===== src/hw/ea_arith_pkg.sv =====
`default_nettype none

package ea_arith_pkg;

  localparam int data_w = 16;  // Lookahead tree is built for this width only

  typedef enum logic [2:0] {
    op_and = 3'd0,
    op_or  = 3'd1,
    op_xor = 3'd2,
    op_add = 3'd3,
    op_adc = 3'd4,
    op_sub = 3'd5
  } alu_op_e;

  typedef struct packed {
    logic k;          // Kill the AND term
    logic l;          // XOR term on
    logic add;        // Carries reach the sum bits
    logic inv_y;
    logic cin_force;
  } core_ctl_t;

  function automatic core_ctl_t decode_op(alu_op_e op);
    core_ctl_t ctl;
    ctl = '0;
    case (op)
      op_or: begin
        ctl.l = 1'b1;
      end
      op_xor: begin
        ctl.k = 1'b1;
        ctl.l = 1'b1;
      end
      op_add, op_adc: begin
        ctl.k   = 1'b1;
        ctl.l   = 1'b1;
        ctl.add = 1'b1;
      end
      op_sub: begin
        ctl.k         = 1'b1;
        ctl.l         = 1'b1;
        ctl.add       = 1'b1;
        ctl.inv_y     = 1'b1;
        ctl.cin_force = 1'b1;  // Two's complement of y
      end
      default: begin
        ctl = '0;  // op_and and unused codes
      end
    endcase
    return ctl;
  endfunction

endpackage

`default_nettype wire


===== src/hw/ea_xfer_pkg.sv =====
`default_nettype none

package ea_xfer_pkg;

  import ea_arith_pkg::*;

  // --------------------
  // Request stream
  // --------------------

  typedef struct packed {
    alu_op_e           op;
    logic [data_w-1:0] x;
    logic [data_w-1:0] y;
    logic              cin;  // Only looked at by op_adc
  } alu_req_t;

  // --------------------
  // Response stream
  // --------------------

  typedef struct packed {
    logic [data_w-1:0] result;
    logic              cout;
    logic              ovf;   // Signed overflow
    logic              zero;
  } alu_rsp_t;

endpackage

`default_nettype wire


===== src/hw/ea_core.sv =====
`default_nettype none

module ea_core import ea_arith_pkg::*; (
  input  logic              k,
  input  logic              l,
  input  logic              add,
  input  logic              cin,
  input  logic [data_w-1:0] x,
  input  logic [data_w-1:0] y,
  output logic [data_w-1:0] alu,
  output logic              cout,
  output logic              ovf_n
);

  logic [15:0] g, p, al;
  logic [7:0]  g1, p1;
  logic [3:0]  g2, p2;
  logic [1:0]  g3, p3;
  logic        g4, p4;
  logic [16:0] c;  // c[i] is the carry into bit i

  assign g = x & y;
  assign p = x | y;

  // Logic term, also the half sum when k and l are both set
  assign al = ((x & y) & {16{~k}}) | ((x ^ y) & {16{l}});

  // --------------------
  // Lookahead tree
  // --------------------

  always_comb begin
    for (int j = 0; j < 8; j++) begin
      g1[j] = g[2*j+1] | (p[2*j+1] & g[2*j]);
      p1[j] = p[2*j+1] & p[2*j];
    end
    for (int j = 0; j < 4; j++) begin
      g2[j] = g1[2*j+1] | (p1[2*j+1] & g1[2*j]);
      p2[j] = p1[2*j+1] & p1[2*j];
    end
    for (int j = 0; j < 2; j++) begin
      g3[j] = g2[2*j+1] | (p2[2*j+1] & g2[2*j]);
      p3[j] = p2[2*j+1] & p2[2*j];
    end
  end

  assign g4 = g3[1] | (p3[1] & g3[0]);
  assign p4 = p3[1] & p3[0];

  // --------------------
  // Carries
  // --------------------

  assign c[0]  = cin;
  assign c[1]  = g[0] | (p[0] & cin);
  assign c[2]  = g1[0] | (p1[0] & cin);
  assign c[3]  = g[2] | (p[2] & c[2]);
  assign c[4]  = g2[0] | (p2[0] & cin);
  assign c[5]  = g[4] | (p[4] & c[4]);
  assign c[6]  = g1[2] | (p1[2] & c[4]);
  assign c[7]  = g[6] | (p[6] & c[6]);
  assign c[8]  = g3[0] | (p3[0] & cin);
  assign c[9]  = g[8] | (p[8] & c[8]);
  assign c[10] = g1[4] | (p1[4] & c[8]);
  assign c[11] = g[10] | (p[10] & c[10]);
  assign c[12] = g2[2] | (p2[2] & c[8]);
  assign c[13] = g[12] | (p[12] & c[12]);
  assign c[14] = g1[6] | (p1[6] & c[12]);
  assign c[15] = g[14] | (p[14] & c[14]);
  assign c[16] = g4 | (p4 & cin);

  // Sum bits
  assign alu  = al ^ (c[15:0] & {16{add}});
  assign cout = c[16];

  // Operand signs agree but sign of the sum differs
  assign ovf_n = !((x[15] == y[15]) && (x[15] != (c[15] ^ x[15] ^ y[15])));

endmodule

`default_nettype wire


===== src/hw/ea_lane.sv =====
`default_nettype none

module ea_lane import ea_arith_pkg::*, ea_xfer_pkg::*; (
  input  logic     clk,
  input  logic     rst_n,
  input  logic     in_valid,
  output logic     in_ready,
  input  alu_req_t in_req,
  output logic     out_valid,
  input  logic     out_ready,
  output alu_rsp_t out_rsp
);

  core_ctl_t         ctl;
  logic [data_w-1:0] y_core;
  logic [data_w-1:0] alu;
  logic              core_cin;
  logic              cout;
  logic              ovf_n;
  alu_rsp_t          rsp_d;
  logic              full;
  logic              accept;

  // --------------------
  // Decode and core
  // --------------------

  assign ctl      = decode_op(in_req.op);
  assign y_core   = ctl.inv_y ? ~in_req.y : in_req.y;
  assign core_cin = ctl.cin_force | ((in_req.op == op_adc) & in_req.cin);

  ea_core u_core (
    .k     (ctl.k),
    .l     (ctl.l),
    .add   (ctl.add),
    .cin   (core_cin),
    .x     (in_req.x),
    .y     (y_core),
    .alu   (alu),
    .cout  (cout),
    .ovf_n (ovf_n)
  );

  always_comb begin
    rsp_d.result = alu;
    rsp_d.cout   = cout & ctl.add;    // Flags only mean something for arithmetic
    rsp_d.ovf    = ~ovf_n & ctl.add;
    rsp_d.zero   = (alu == '0);
  end

  // --------------------
  // One-entry buffer
  // --------------------

  assign in_ready  = !full || out_ready;
  assign accept    = in_valid && in_ready;
  assign out_valid = full;

  always_ff @(posedge clk) begin
    if (!rst_n) begin
      full <= 1'b0;
    end else if (accept) begin
      full <= 1'b1;
    end else if (out_ready) begin
      full <= 1'b0;
    end
  end

  always_ff @(posedge clk) begin
    if (accept) begin
      out_rsp <= rsp_d;
    end
  end

  a_out_stable: assert property (@(posedge clk) disable iff (!rst_n)
    out_valid && !out_ready |=> out_valid && $stable(out_rsp));

  // A blocked entry is neither overwritten nor dropped
  a_no_overrun: assert property (@(posedge clk) disable iff (!rst_n)
    in_valid && full && !out_ready |-> !in_ready ##1 out_valid);

endmodule

`default_nettype wire


===== src/hw/ea_dispatch.sv =====
`default_nettype none

module ea_dispatch import ea_xfer_pkg::*; #(
  parameter int num_lanes = 4
) (
  input  logic                 clk,
  input  logic                 rst_n,
  input  logic                 req_valid,
  output logic                 req_ready,
  input  alu_req_t             req,
  output logic [num_lanes-1:0] lane_in_valid,
  input  logic [num_lanes-1:0] lane_in_ready,
  output alu_req_t             lane_in_req
);

  localparam int ptr_w = $clog2(num_lanes);

  logic [ptr_w-1:0] ptr;
  logic             accept;

  assign lane_in_req = req;  // Shared by all lanes, valid picks the target
  assign req_ready   = lane_in_ready[ptr];
  assign accept      = req_valid && req_ready;

  always_comb begin
    lane_in_valid      = '0;
    lane_in_valid[ptr] = req_valid;
  end

  // --------------------
  // Issue pointer
  // --------------------

  always_ff @(posedge clk) begin
    if (!rst_n) begin
      ptr <= '0;
    end else if (accept) begin
      if (ptr == ptr_w'(num_lanes - 1)) begin
        ptr <= '0;  // Wrap
      end else begin
        ptr <= ptr + 1'b1;
      end
    end
  end

  a_valid_onehot: assert property (@(posedge clk) disable iff (!rst_n)
    $onehot0(lane_in_valid));

endmodule

`default_nettype wire


===== src/hw/ea_collect.sv =====
`default_nettype none

module ea_collect import ea_xfer_pkg::*; #(
  parameter int num_lanes = 4
) (
  input  logic                 clk,
  input  logic                 rst_n,
  input  logic [num_lanes-1:0] lane_out_valid,
  output logic [num_lanes-1:0] lane_out_ready,
  input  alu_rsp_t             lane_out_rsp [num_lanes],
  output logic                 rsp_valid,
  input  logic                 rsp_ready,
  output alu_rsp_t             rsp
);

  localparam int ptr_w = $clog2(num_lanes);

  logic [ptr_w-1:0] ptr;
  logic             slot_free;
  logic             take;

  // Output register empty or leaving this cycle
  assign slot_free = !rsp_valid || rsp_ready;
  assign take      = lane_out_valid[ptr] && slot_free;

  always_comb begin
    lane_out_ready      = '0;
    lane_out_ready[ptr] = slot_free;
  end

  // --------------------
  // Drain pointer
  // --------------------

  always_ff @(posedge clk) begin
    if (!rst_n) begin
      ptr <= '0;
    end else if (take) begin
      if (ptr == ptr_w'(num_lanes - 1)) begin
        ptr <= '0;
      end else begin
        ptr <= ptr + 1'b1;
      end
    end
  end

  // --------------------
  // Output stage
  // --------------------

  always_ff @(posedge clk) begin
    if (!rst_n) begin
      rsp_valid <= 1'b0;
    end else if (take) begin
      rsp_valid <= 1'b1;
    end else if (rsp_ready) begin
      rsp_valid <= 1'b0;
    end
  end

  always_ff @(posedge clk) begin
    if (take) begin
      rsp <= lane_out_rsp[ptr];
    end
  end

  a_rsp_stable: assert property (@(posedge clk) disable iff (!rst_n)
    rsp_valid && !rsp_ready |=> rsp_valid && $stable(rsp));

endmodule

`default_nettype wire


===== src/hw/ea_unit_top.sv =====
`default_nettype none

module ea_unit_top import ea_xfer_pkg::*; #(
  parameter int num_lanes = 4
) (
  input  logic     clk,
  input  logic     rst_n,
  input  logic     req_valid,
  output logic     req_ready,
  input  alu_req_t req,
  output logic     rsp_valid,
  input  logic     rsp_ready,
  output alu_rsp_t rsp
);

  logic [num_lanes-1:0] lane_in_valid;
  logic [num_lanes-1:0] lane_in_ready;
  alu_req_t             lane_in_req;
  logic [num_lanes-1:0] lane_out_valid;
  logic [num_lanes-1:0] lane_out_ready;
  alu_rsp_t             lane_out_rsp [num_lanes];

  ea_dispatch #(.num_lanes(num_lanes)) u_dispatch (
    .clk           (clk),
    .rst_n         (rst_n),
    .req_valid     (req_valid),
    .req_ready     (req_ready),
    .req           (req),
    .lane_in_valid (lane_in_valid),
    .lane_in_ready (lane_in_ready),
    .lane_in_req   (lane_in_req)
  );

  // --------------------
  // Lanes
  // --------------------

  for (genvar i = 0; i < num_lanes; i++) begin : g_lane
    ea_lane u_lane (
      .clk       (clk),
      .rst_n     (rst_n),
      .in_valid  (lane_in_valid[i]),
      .in_ready  (lane_in_ready[i]),
      .in_req    (lane_in_req),
      .out_valid (lane_out_valid[i]),
      .out_ready (lane_out_ready[i]),
      .out_rsp   (lane_out_rsp[i])
    );
  end

  // Same rotation as the dispatcher, so order is kept
  ea_collect #(.num_lanes(num_lanes)) u_collect (
    .clk            (clk),
    .rst_n          (rst_n),
    .lane_out_valid (lane_out_valid),
    .lane_out_ready (lane_out_ready),
    .lane_out_rsp   (lane_out_rsp),
    .rsp_valid      (rsp_valid),
    .rsp_ready      (rsp_ready),
    .rsp            (rsp)
  );

endmodule

`default_nettype wire


===== config.mk =====
export PLATFORM = sky130hd
export DESIGN_NAME = ea_unit_top
export DESIGN_NICKNAME = d
export VERILOG_FILES = /design/src/hw/ea_arith_pkg.sv /design/src/hw/ea_xfer_pkg.sv /design/src/hw/ea_core.sv /design/src/hw/ea_lane.sv /design/src/hw/ea_dispatch.sv /design/src/hw/ea_collect.sv /design/src/hw/ea_unit_top.sv
export SDC_FILE = /design/constraint.sdc
export NUM_CORES = 1
export LEC_CHECK = 0
export BUFFER_PORTS_ARGS = -buffer_cell sky130_fd_sc_hd__buf_4
export CORE_UTILIZATION = 53
export CTS_CLUSTER_DIAMETER = 150
export CTS_CLUSTER_SIZE = 8
export DETAILED_ROUTE_END_ITERATION = 10
export PLACE_DENSITY = 0.87
export SKIP_LAST_GASP = 1
export SLEW_MARGIN = 20
export SYNTH_ARGS = -nofsm -noshare
export SYNTH_HDL_FRONTEND = slang
export SYNTH_SLANG_ARGS = --single-unit

===== constraint.sdc =====
create_clock -name clk -period 5.9 [get_ports clk]
set_clock_uncertainty 0.05 [all_clocks]
set_input_delay 0.885 -clock clk [delete_from_list [all_inputs] [get_ports clk]]
set_output_delay 0.885 -clock clk [all_outputs]
set_load 0.01 [all_outputs]

==> results by group <==
Placed design
  • Placed cell area: 6360 sq um
  • Post-detail-place hpwl: 8.16 mm
  • Number of port buffers: 60
  • RePlAce Congestion: 0.852

Setup path
  • FF-to-FF Start: u_collect.ptr[0]
  • Worst reg2reg setup slack: 3.62 ns
  • Setup crit start kind: input port
  • Maximum net fanout on the critical path: 23
  • R2R Path End: u_dispatch.ptr[1]
  • Required @ worst endpoint: 5.99 ns
  • Worst setup path class: input port to register
  • R2R depth: 9
  • Worst Setup SP: req[35]
  • CP arrival: 5.09 ns
  • Worst setup EP type: register
  • CP Capture Point: g_lane[3].u_lane.out_rsp[0]

Timing
  • Normalized max-slew margin: 40.1%
  • Final setup viols: 0
  • Tcrit/Tclk final: 84.7%
  • Worst Tran Pin Value: 0.875 ns
  • Max Clock Freq: 200 MHz
  • Final Hold Fails: 0
  • Min Clock Period, post-route: 5.00 ns
  • Final Max Tran Viols: 0
  • Total Negative Setup Slacks: 0 ns
  • Unrepaired setup endpoints after global routing: false

Routing
  • Total wire length: 11.1 mm
  • Via count: 3864
  • DR iter-0 viols: 227
  • DRC Markers: 0
  • Total iterations of the first detailed-routing run: 5
  • Routed WL per cell: 16.5 microns
  • ANT nets after route: 0
  • Via density: 5.73

Synthesis
  • Seq/Total Area, Yosys: 53.0%
  • Syn_area_per_cell: 12.3 sq um
  • Async set-reset flop share out of synthesis: 0%
  • Commonest cells post-synth: edfxtp_1 (95), inv_1 (48), nand2_1 (44)
  • Area leader, netlist: edfxtp_1
  • Post-synth net total: 546
  • Top_reg_cell synth: edfxtp_1
  • Count leader, synth: edfxtp_1
  • Number of synthesized flops with an enable pin: 95
  • Synth cell types: 50
  • Post-synthesis instance total: 466
  • Synthesized area: 5720 sq um
  • Yosys reg bits: 104
  • Share of the synthesized area in the top cell type: 49.9%
  • Synthesis warning total: 0
  • Most area-consuming cells after synthesis: edfxtp_1 (50%), ha_1 (8.7%), mux4_2 (8.7%)

Global route
  • Largest net degree at the start of global routing: 25
  • Initial antenna violation count: 0
  • GRT Total Usage: 20.9%
  • Vias in the first global route: 3790
  • First-pass GRT wire length: 18.1 mm
  • GRT overflow: 0

CTS
  • CTS H-tree depth: 3
  • Setup repair bufs after CTS: 0
  • Clock slew at reported path FFs: 0.10 ns
  • CTS max path bufs: 2
  • CTS tree: yes
  • Clock latency on the worst-skew pair: 0.36 ns
  • Number of buffers created by CTS: 9
  • CTS Hold Bufs: 0
  • CTS Sinks: 104
  • PostCTS Resize Cnt: 0
  • Root Buffer: clkbuf_8

Pwr
  • Leakage: 2.55 nW
  • Pwr/cell area: 269 nW/um^2
  • VDD IR max: 129 uV

Hold path
  • Worst Hold Class: register to register

Final layout
  • Final std cell area, no fill: 6580 sq um
  • Post-layout net count: 613
  • Area Overhead vs Synth: 15.1%
  • Layout cell share with drive strength beyond 1: 21.2%
  • Antenna cells: 0

Die
  • Die Wd: 106 microns
  • Initial Util: 54.9%
  • IO Pins: 61
  • Rows: 37
  • Die Y-Extent: 106 microns
  • DIE AREA: 11200 sq um
  • Core Area: 10400 sq um

Flow run
  • Max-cap viol count: 0

Outcome
  • Outcome: finished clean
## cell families (layout without fill, tap and decap cells)
group                    after synthesis  in the layout  synth area share [%]
flip-flops                           104            104                  53.0
adder cells (fa/ha/maj)               40             40                  8.75
AND/OR/NAND/NOR                      105            105                  8.62
multiplexers                          27             27                  9.54
XOR/XNOR                              32             32                  4.90
AO/OA/AOI/OAI                         98             98                  11.2
buffers and inverters                 60            132                  3.94
## placed cells by master, fill, tap and decap left out, types with 9 or more instances in the layout
cell | synthesis | final
edfxtp_1 | 95 | 95
buf_4 | 0 | 68
inv_1 | 48 | 48
nand2_1 | 44 | 44
ha_1 | 40 | 40
a21oi_1 | 32 | 32
nor2_1 | 25 | 25
mux4_2 | 22 | 22
xnor2_1 | 18 | 18
o21ai_0 | 16 | 16
xor2_1 | 14 | 14
clkbuf_8 | 0 | 9
## through the flow
stage               instances  worst slack (ns)  hold WS, ns  power (mW)  utilization [%]
floorplan                 466             0.388        0.418        1.19                -
global placement          658             0.690        0.447        1.30             61.0
detailed placement        658             0.523        0.459        1.32             61.0
CTS                       674             0.900        0.473        1.79             63.2
global route              674             0.560        0.509        1.85             63.2
finish                    674             0.900        0.465        1.77             63.2
## how the worst min path moves through the flow
stage | startpoint | slack, ns | to | cells after the start
floorplan | g_lane[3].u_lane.out_valid | 0.42 | g_lane[3].u_lane.out_valid | 2
global placement | g_lane[1].u_lane.out_valid | 0.45 | g_lane[1].u_lane.out_valid | 2
detailed placement | g_lane[0].u_lane.out_valid | 0.46 | g_lane[0].u_lane.out_valid | 2
CTS | g_lane[0].u_lane.out_valid | 0.47 | g_lane[0].u_lane.out_valid | 2
global route | g_lane[2].u_lane.out_valid | 0.51 | g_lane[2].u_lane.out_valid | 2
finish | g_lane[0].u_lane.out_valid | 0.47 | g_lane[0].u_lane.out_valid | 2
## worst max-delay path: stages
cell and delay, ns:
buf_4 0.24, nor2b_1 0.21, nand2_1 0.20, xnor2_1 0.25, inv_1 0.07, ha_1 0.22, or4_4 0.57, a211o_1 0.35
a21oi_2 0.17, xnor2_1 0.13, or4_1 0.52, or4_1 0.43, or4b_1 0.49, nor4_2 0.35
## flip-flops by register name (all words and copies together), names as in the netlist
register / count
u_collect.rsp: 19
g_lane.u_lane.out_rsp: 76
u_collect.rsp_valid: 1
u_dispatch.ptr: 2
u_collect.ptr: 2
g_lane.u_lane.out_valid: 4
## final cells by class
cell class	instances	area, sq um
Fill cell	796	3830
Sequential cell	104	3030
Multi-Input combinational cell	302	2460
Timing Repair Buffer	68	510
Inverter	48	180
Tap cell	136	170
Clock buffer	9	124
Clock inverter	7	103
## metal layers
metal | GRT usage, % | up-vias | wire length [microns]
met5 | 0 | - | 0
met4 | 6.35 | 0 | 133
met3 | 3.31 | 16 | 581
met2 | 35.6 | 129 | 5390
met1 | 27.7 | 1876 | 5000
li1 | - | 1843 | -
## power by group
| part | internal (mW) | leakage, nW | switching [mW] |
|---|---|---|---|
| combinational | 0.173 | 1.48 | 0.221 |
| clock | 0.243 | 0.110 | 0.231 |
| sequential | 0.890 | 0.955 | 0.0169 |
No activity file was read; power rests on OpenSTA's default activity.
